[src/pool_data_pkg.sv]
`default_nettype none

package pool_data_pkg;

	// Lane word
	localparam int WORD_W = 16;

	// Largest window exponent, windows of up to 16 atoms
	localparam int MAX_WIN_LOG2 = 4;

	// Room for the sum of a full window of words
	localparam int ACC_W = WORD_W + MAX_WIN_LOG2;

	// Enough bits to hold 0 to MAX_WIN_LOG2
	localparam int WIN_LOG2_W = 3;

	typedef logic signed [WORD_W-1:0] word_t;     // One lane value
	typedef logic signed [ACC_W-1:0]  acc_t;      // Lane running sum
	typedef logic [WIN_LOG2_W-1:0]    win_log2_t; // Window size as a power of two

endpackage

`default_nettype wire

[src/pool_ctrl_pkg.sv]
`default_nettype none

package pool_ctrl_pkg;

	import pool_data_pkg::*;

	// Reduction applied across the window
	typedef enum logic {
		OP_MAX = 1'b0, // Signed maximum per lane
		OP_AVG = 1'b1  // Sum shifted right by win_log2
	} pool_op_e;

	// Command word, held stable while req is high
	typedef struct packed {
		pool_op_e  op;
		win_log2_t win_log2;
	} pool_cmd_t;

	// Sequencer FSM
	typedef enum logic [2:0] {
		ST_IDLE  = 3'd0, // Waiting for req
		ST_READ  = 3'd1, // Read open, counting atoms
		ST_DRAIN = 3'd2, // Lane results being registered
		ST_WRITE = 3'd3, // Write-back in progress
		ST_ACK   = 3'd4  // Ack high until req drops
	} seq_state_e;

endpackage

`default_nettype wire

[src/atom_deserializer.sv]
`timescale 1ns/1ps
`default_nettype none

module atom_deserializer
	import pool_data_pkg::*;
#(
	parameter int BURST_LEN = 8
)(
	input  logic  clk,
	input  logic  rst,
	input  logic  i_take,                // Read enable from the sequencer
	input  logic  i_in_we,               // Write strobe from the source
	input  word_t i_in_data,
	output logic  o_atom_valid,          // One-cycle pulse per full atom
	output word_t o_atom [BURST_LEN]
);

	localparam int CNT_W = (BURST_LEN > 1) ? $clog2(BURST_LEN) : 1;

	logic [CNT_W-1:0] burst_cnt; // Words gathered into the current atom
	logic             accept;    // Strobe that counts
	logic             last_word;

	assign accept    = i_take && i_in_we; // Strobes outside the read window are dropped
	assign last_word = (burst_cnt == CNT_W'(BURST_LEN - 1));

	// Burst counter and atom flag
	always_ff @(posedge clk or posedge rst) begin
		if (rst) begin
			burst_cnt    <= '0;
			o_atom_valid <= 1'b0;
		end else begin
			o_atom_valid <= 1'b0;
			if (!i_take) begin
				burst_cnt <= '0; // Partial atom discarded once read closes
			end else if (accept) begin
				if (last_word) begin
					burst_cnt    <= '0;
					o_atom_valid <= 1'b1; // Atom complete, flag next cycle
				end else begin
					burst_cnt <= burst_cnt + 1'b1;
				end
			end
		end
	end

	// Shift register, newest word enters the top lane
	// After BURST_LEN shifts the first word sits in lane 0
	always_ff @(posedge clk) begin
		if (accept) begin
			for (int i = 0; i < BURST_LEN - 1; i++) begin
				o_atom[i] <= o_atom[i+1];
			end
			o_atom[BURST_LEN-1] <= i_in_data;
		end
	end

endmodule

`default_nettype wire

[src/lane_pool_unit.sv]
`timescale 1ns/1ps
`default_nettype none

module lane_pool_unit
	import pool_data_pkg::*;
	import pool_ctrl_pkg::*;
#(
	parameter int BURST_LEN = 8
)(
	input  logic      clk,
	input  logic      rst,
	input  logic      i_atom_valid,
	input  word_t     i_atom [BURST_LEN],
	input  logic      i_win_start,   // Atom opens the window
	input  logic      i_win_last,    // Atom closes the window
	input  pool_op_e  i_op,
	input  win_log2_t i_win_log2,
	output logic      o_result_valid,
	output word_t     o_result [BURST_LEN]
);

	word_t max_q   [BURST_LEN]; // Running maximum per lane
	acc_t  sum_q   [BURST_LEN]; // Running sum per lane
	word_t max_nxt [BURST_LEN];
	acc_t  sum_nxt [BURST_LEN];
	acc_t  avg_nxt [BURST_LEN]; // Sum scaled down by the window size

	// Fold the incoming atom into each lane
	always_comb begin
		for (int i = 0; i < BURST_LEN; i++) begin
			if (i_win_start) begin
				max_nxt[i] = i_atom[i];        // First atom seeds both
				sum_nxt[i] = acc_t'(i_atom[i]); // Sign extended
			end else begin
				max_nxt[i] = (i_atom[i] > max_q[i]) ? i_atom[i] : max_q[i]; // Signed compare
				sum_nxt[i] = sum_q[i] + acc_t'(i_atom[i]);
			end
			// Arithmetic shift, rounds toward minus infinity
			avg_nxt[i] = sum_nxt[i] >>> i_win_log2;
		end
	end

	// Lane state and results
	always_ff @(posedge clk) begin
		if (i_atom_valid) begin
			for (int i = 0; i < BURST_LEN; i++) begin
				max_q[i] <= max_nxt[i];
				sum_q[i] <= sum_nxt[i];
				if (i_win_last) begin
					// Average of words always fits back in a word
					o_result[i] <= (i_op == OP_MAX) ? max_nxt[i] : word_t'(avg_nxt[i]);
				end
			end
		end
	end

	// Result flag, one cycle after the closing atom
	always_ff @(posedge clk or posedge rst) begin
		if (rst)
			o_result_valid <= 1'b0;
		else
			o_result_valid <= i_atom_valid && i_win_last;
	end

endmodule

`default_nettype wire

[src/result_serializer.sv]
`timescale 1ns/1ps
`default_nettype none

module result_serializer
	import pool_data_pkg::*;
#(
	parameter int BURST_LEN = 8
)(
	input  logic  clk,
	input  logic  rst,
	input  logic  i_result_valid,
	input  word_t i_result [BURST_LEN],
	output logic  o_wr_en,           // High for BURST_LEN cycles
	output word_t o_wr_data,
	output logic  o_wr_done          // With the last word
);

	localparam int IDX_W = (BURST_LEN > 1) ? $clog2(BURST_LEN) : 1;

	word_t            res_buf [BURST_LEN]; // Latched lane results
	logic [IDX_W-1:0] lane_idx;            // Lane on the write port
	logic             last_lane;

	assign last_lane = (lane_idx == IDX_W'(BURST_LEN - 1));

	// Write window and lane stepping
	always_ff @(posedge clk or posedge rst) begin
		if (rst) begin
			o_wr_en  <= 1'b0;
			lane_idx <= '0;
		end else if (i_result_valid) begin
			o_wr_en  <= 1'b1; // Lane 0 goes out next cycle
			lane_idx <= '0;
		end else if (o_wr_en) begin
			if (last_lane) begin
				o_wr_en  <= 1'b0;
				lane_idx <= '0;
			end else begin
				lane_idx <= lane_idx + 1'b1;
			end
		end
	end

	always_ff @(posedge clk) begin
		if (i_result_valid)
			res_buf <= i_result;
	end

	assign o_wr_data = res_buf[lane_idx];
	assign o_wr_done = o_wr_en && last_lane; // No back-pressure, so last word is done

endmodule

`default_nettype wire

[src/pool_sequencer.sv]
`timescale 1ns/1ps
`default_nettype none

module pool_sequencer
	import pool_data_pkg::*;
	import pool_ctrl_pkg::*;
(
	input  logic      clk,
	input  logic      rst,
	input  logic      i_cmd_req,
	input  pool_cmd_t i_cmd,
	output logic      o_cmd_ack,
	output logic      o_rd_en,      // Also the deserializer take enable
	input  logic      i_atom_valid,
	output logic      o_win_start,
	output logic      o_win_last,
	output pool_op_e  o_op,
	output win_log2_t o_win_log2,
	input  logic      i_wr_done
);

	localparam int CNT_W = MAX_WIN_LOG2 + 1;

	seq_state_e       state;
	pool_cmd_t        cmd_q;    // Command sampled on accept
	logic [CNT_W-1:0] atom_cnt; // Atoms folded so far in this window
	logic [CNT_W-1:0] win_len;  // Atoms per window

	assign win_len = CNT_W'(1) << cmd_q.win_log2;

	assign o_win_start = (atom_cnt == '0);
	assign o_win_last  = (atom_cnt == win_len - 1'b1);
	assign o_op        = cmd_q.op;
	assign o_win_log2  = cmd_q.win_log2;

	always_ff @(posedge clk or posedge rst) begin
		if (rst) begin
			state     <= ST_IDLE;
			cmd_q     <= '0;
			atom_cnt  <= '0;
			o_rd_en   <= 1'b0;
			o_cmd_ack <= 1'b0;
		end else begin
			case (state)
				ST_IDLE: begin
					if (i_cmd_req) begin // Ack is already low here
						cmd_q    <= i_cmd;
						atom_cnt <= '0;
						o_rd_en  <= 1'b1;
						state    <= ST_READ;
					end
				end
				ST_READ: begin
					if (i_atom_valid) begin
						if (o_win_last) begin
							o_rd_en <= 1'b0; // Window complete, close read
							state   <= ST_DRAIN;
						end else begin
							atom_cnt <= atom_cnt + 1'b1;
						end
					end
				end
				ST_DRAIN: begin
					state <= ST_WRITE; // Lane results valid this cycle
				end
				ST_WRITE: begin
					if (i_wr_done) begin
						o_cmd_ack <= 1'b1;
						state     <= ST_ACK;
					end
				end
				ST_ACK: begin
					if (!i_cmd_req) begin // Four-phase return to zero
						o_cmd_ack <= 1'b0;
						state     <= ST_IDLE;
					end
				end
				default: state <= ST_IDLE;
			endcase
		end
	end

endmodule

`default_nettype wire

[src/pool_engine.sv]
`timescale 1ns/1ps
`default_nettype none

module pool_engine
	import pool_data_pkg::*;
	import pool_ctrl_pkg::*;
#(
	parameter int BURST_LEN = 8 // Lanes per atom, 4, 8 or 16
)(
	input  logic      clk,
	input  logic      rst,
	input  logic      i_cmd_req,
	input  pool_cmd_t i_cmd,
	output logic      o_cmd_ack,
	output logic      o_rd_en,
	input  logic      i_in_we,
	input  word_t     i_in_data,
	output logic      o_wr_en,
	output word_t     o_wr_data
);

	logic      atom_valid;
	word_t     atom [BURST_LEN];
	logic      win_start;
	logic      win_last;
	pool_op_e  op;
	win_log2_t win_log2;
	logic      result_valid;
	word_t     result [BURST_LEN];
	logic      wr_done;

	pool_sequencer pool_sequencer_i (
		.clk          (clk),
		.rst          (rst),
		.i_cmd_req    (i_cmd_req),
		.i_cmd        (i_cmd),
		.o_cmd_ack    (o_cmd_ack),
		.o_rd_en      (o_rd_en),
		.i_atom_valid (atom_valid),
		.o_win_start  (win_start),
		.o_win_last   (win_last),
		.o_op         (op),
		.o_win_log2   (win_log2),
		.i_wr_done    (wr_done)
	);

	// Read enable doubles as the take enable
	atom_deserializer #(.BURST_LEN(BURST_LEN)) atom_deserializer_i (
		.clk          (clk),
		.rst          (rst),
		.i_take       (o_rd_en),
		.i_in_we      (i_in_we),
		.i_in_data    (i_in_data),
		.o_atom_valid (atom_valid),
		.o_atom       (atom)
	);

	lane_pool_unit #(.BURST_LEN(BURST_LEN)) lane_pool_unit_i (
		.clk            (clk),
		.rst            (rst),
		.i_atom_valid   (atom_valid),
		.i_atom         (atom),
		.i_win_start    (win_start),
		.i_win_last     (win_last),
		.i_op           (op),
		.i_win_log2     (win_log2),
		.o_result_valid (result_valid),
		.o_result       (result)
	);

	result_serializer #(.BURST_LEN(BURST_LEN)) result_serializer_i (
		.clk            (clk),
		.rst            (rst),
		.i_result_valid (result_valid),
		.i_result       (result),
		.o_wr_en        (o_wr_en),
		.o_wr_data      (o_wr_data),
		.o_wr_done      (wr_done)
	);

endmodule

`default_nettype wire

[config.mk]
export PLATFORM = sky130hd
export DESIGN_NAME = pool_engine
export DESIGN_NICKNAME = d
export VERILOG_FILES = /design/src/pool_data_pkg.sv /design/src/pool_ctrl_pkg.sv /design/src/atom_deserializer.sv /design/src/lane_pool_unit.sv /design/src/result_serializer.sv /design/src/pool_sequencer.sv /design/src/pool_engine.sv
export SDC_FILE = /design/constraint.sdc
export NUM_CORES = 2
export LEC_CHECK = 0
export BUFFER_PORTS_ARGS = -buffer_cell sky130_fd_sc_hd__buf_4
export CORE_UTILIZATION = 65
export CTS_CLUSTER_DIAMETER = 120
export CTS_CLUSTER_SIZE = 12
export DETAILED_ROUTE_END_ITERATION = 8
export PLACE_DENSITY = 0.82
export SETUP_SLACK_MARGIN = 0.02
export SLEW_MARGIN = 5
export SYNTH_ARGS = -nofsm -noshare
export SYNTH_HDL_FRONTEND = slang
export SYNTH_HIERARCHICAL = 1
export SYNTH_SLANG_ARGS = --single-unit
[constraint.sdc]
create_clock -name clk -period 12.8 [get_ports clk]
set_input_delay 2.56 -clock clk [delete_from_list [all_inputs] [get_ports clk]]
set_output_delay 2.56 -clock clk [all_outputs]
set_load 0.01 [all_outputs]
==> results.cfg <==
[worst_hold_path]
hold_path_class = flop to flop
whs_endpoint = result_serializer_i/res_buf[94]
holdPathStages = 0
hp-start = lane_pool_unit_i/o_result[94]

[logic_synthesis]
synth_edf_count = 672
yosysTopAreaCell = edfxtp_1
synthTopCellsByArea = edfxtp_1 45%, ha_1 8.0%, nand2_1 3.1%
synth_top_area_share_pct = 45.07
syn_area_per_cell_sq_um = 10.74
synthFlopType = edfxtp_1
syn_inst = 4170
syn_area_sq_um = 44770
ys_seq_elements = 695
synth_cell_types = 121
synth_warnings = 6
syn-num-nets = 4488
synthArstFlopShare_pct = 3.309
yosysSeqAreaShare_pct = 46.36

[timing]
tightest_slew_ps = 1114
fin_setup_tns_ps = 0
rsz0062_at_grt = false
hold_viol = 0
holdWs_ps = 417.8
slew_viol_final = 0
maxSlewHeadroom_pct = 25.75
fin_skew_ps = 34.55
finalSetupViolCount = 0
post-route-period-util_pct = 40.60
timing.final.crit_period_ps = 5197
fmaxAchievable_ghz = 0.1924

[setup_path]
critPathKind = flop to output pin
cpMostUsedCell = buf_4
r2r_start = pool_sequencer_i/atom_cnt[0]
slowest_stage = mux4_1
critPathArrivalTime_ps = 2640
crit_required_ps = 10240
slowest_delay_ps = 710
r2r_cells = 12
r2r-end = lane_pool_unit_i/o_result[125]
crit_start = result_serializer_i/lane_idx[0]
regToRegSetupSlack_ps = 8180
crit_path_start_kind = flop
critPathMaxFanout = 35
endpoint_kind = output pin
worstPathCellList = buf_4, mux4_1, mux2_2, buf_4

[placed_design]
io_buffers = 42
place_hpwl_microns = 93660
gp_congestion = 1.040
placed_area_sq_um = 45650

[clock_network]
clk_pin_slew_ps = 60
cts_tree = done
post-cts-setup-buffers = 0
clockBufferDepth = 3
cts_inserted_buffers = 67
clk_latency_ps = 650
cts.sinks = 695
cts-resized-gates = 0
cts.htree.levels = 3
cts-hold-fix-buffers = 0
root_buffer = clkbuf_16

[floorplan]
dieArea_sq_um = 69930
num_io_pins = 43
core_area_sq_um = 67630
die_h_microns = 264.5
core.rowCount = 95
die_w_microns = 264.5
initial_core_util_pct = 66.20

[detailed_routing]
viasPerCell = 7.207
wl_microns = 134500
remaining_drc_errors = 0
drt_iter0_markers = 5163
vias = 36080
dr.pass1.iters = 9
final_antenna_net_count = 0
routedWlPerCell_microns = 26.87

[global_route]
met2_usage_pct = 58.88
grt_start_max_net_pins = 157
antenna_found_initial = 4
grt_util_met3_pct = 9.224
use_met1_pct = 50.12
gr-total-overflow = 0
track_usage_pct = 38.12
grt_pass1_wl_microns = 203000
grt_pass1_vias = 33859
busiest_layer = met2

[layout]
final_layout_size_suffix_gt1_share_pct = 10.12
final_nets = 4425
mostFrequentLayoutCells = 672 x edfxtp_1, 374 x nand2_1, 299 x nor2_1, 286 x ha_1, 279 x o21ai_0
postLayoutCellArea_sq_um = 47560
area_growth_pct = 6.238
final_common_cell = edfxtp_1

[flow_run]
drv_cap = 0

[pwr]
p_comb_share_pct = 19.9
powerDensity_nw_per_um2 = 118.3
switching_power_mw = 1.683
p_leak_nw = 18.15
intPower_mw = 3.945
peakVddDrop_mv = 0.1222
clkPwrFrac_pct = 33.3
total_power_mw = 5.628
netSwitchingFraction_pct = 29.91
p_seq_share_pct = 46.8

[outcome]
outcome = finished, final reports clean
[state kept, by name (all words and copies together) (netlist names)]
register	flops
pool_sequencer_i/atom_cnt	5
result_serializer_i/res_buf	128
atom_deserializer_i/o_atom	128
pool_sequencer_i/state	3
result_serializer_i/o_wr_en	1
pool_sequencer_i/o_rd_en	1
atom_deserializer_i/burst_cnt	3
lane_pool_unit_i/o_result	128
pool_sequencer_i/o_win_log2	3
result_serializer_i/lane_idx	3
lane_pool_unit_i/o_result_valid	1
pool_sequencer_i/o_cmd_ack	1
lane_pool_unit_i/sum_q	160
atom_deserializer_i/o_atom_valid	1
lane_pool_unit_i/max_q	128
pool_sequencer_i/o_op	1
[through the flow]
step / std cells / setup slack [ps] / utilization [%]
floorplan: 4170 / 2676 / -
global placement: 4911 / 8422 / 67.49
detailed placement: 4911 / 8262 / 67.49
CTS: 5005 / 7630 / 70.32
global route: 5005 / 7550 / 70.32
finish: 5006 / 7603 / 70.33
[area by class of cell]
class | count | area (sq um)
timing repair buffer | 81 | 633.1
inverter | 276 | 1046
fill | 4721 | 20070
multi-input combinational | 2986 | 22100
tap | 873 | 1092
clock inverter | 7 | 162.7
antenna | 1 | 2.502
clock buffer | 87 | 1752
sequential | 695 | 20770
[power by group through the flow]
stage | Combinational (mW) | Clock [mW] | Sequential, mW
after floorplan | 0.791 | 0 | 2.64
after global placement | 1.05 | 0 | 2.68
after detailed placement | 1.07 | 0 | 2.68
after CTS | 1.08 | 1.88 | 2.63
after global routing | 1.19 | 1.95 | 2.64
final | 1.12 | 1.87 | 2.64
[worst max-delay path, delay by kind of cell, from the launching register on]
kind	cells	cell delay, ps
flops	1	320
mux	2	1060
buf+inv	2	600
[routing by layer]
metal | up-vias | wire length (microns)
met5 | - | 30
met4 | 4 | 8079
met1 | 17196 | 49450
met2 | 2505 | 59540
li1 | 15866 | -
met3 | 509 | 17410
[worst max-delay path by stage]
stage / to / cells past startpoint
after detailed placement: lane_pool_unit_i/o_result[125] / 12
after floorplan: lane_pool_unit_i/o_result[0] / 1
after global placement: lane_pool_unit_i/o_result[125] / 12
final: o_wr_data[13] / 4
after global routing: o_wr_data[13] / 4
after CTS: o_wr_data[13] / 4
[logic make-up after synthesis]
group | count (synthesis) | share of synthesized area (%)
xor+xnor | 73 | 1.462
buf+inv | 489 | 4.354
compound gates | 1229 | 19.03
simple gates | 1111 | 11.66
mux | 279 | 8.792
fa+ha+maj | 294 | 8.350
flops | 695 | 46.36
[cell usage after synthesis, types with 23 or more instances]
cell type and n:
o22ai_1 23, mux4_2 40, o31ai_1 30, o21ai_0 279, mux2_2 111, o21ai_1 25
o21a_1 53, buf_2 44, clkbuf_1 135, mux2i_1 96, edfxtp_1 672, inv_1 272
nor2_1 301, and2_1 26, or3_1 23, xor2_1 37, buf_1 24, a21oi_1 230
ha_1 286, nor3_1 82, xnor2_1 34, a211oi_1 75, a221oi_1 35, a211o_1 26
nand2_1 374, a21o_1 72, a31oi_1 27, nand2b_1 24, nor2b_1 38, nand3_1 70
mux4_1 30, nand4_1 32, and3_1 30, o211ai_1 50, dfrtp_1 23
No activity file was read; power rests on OpenSTA's default activity.
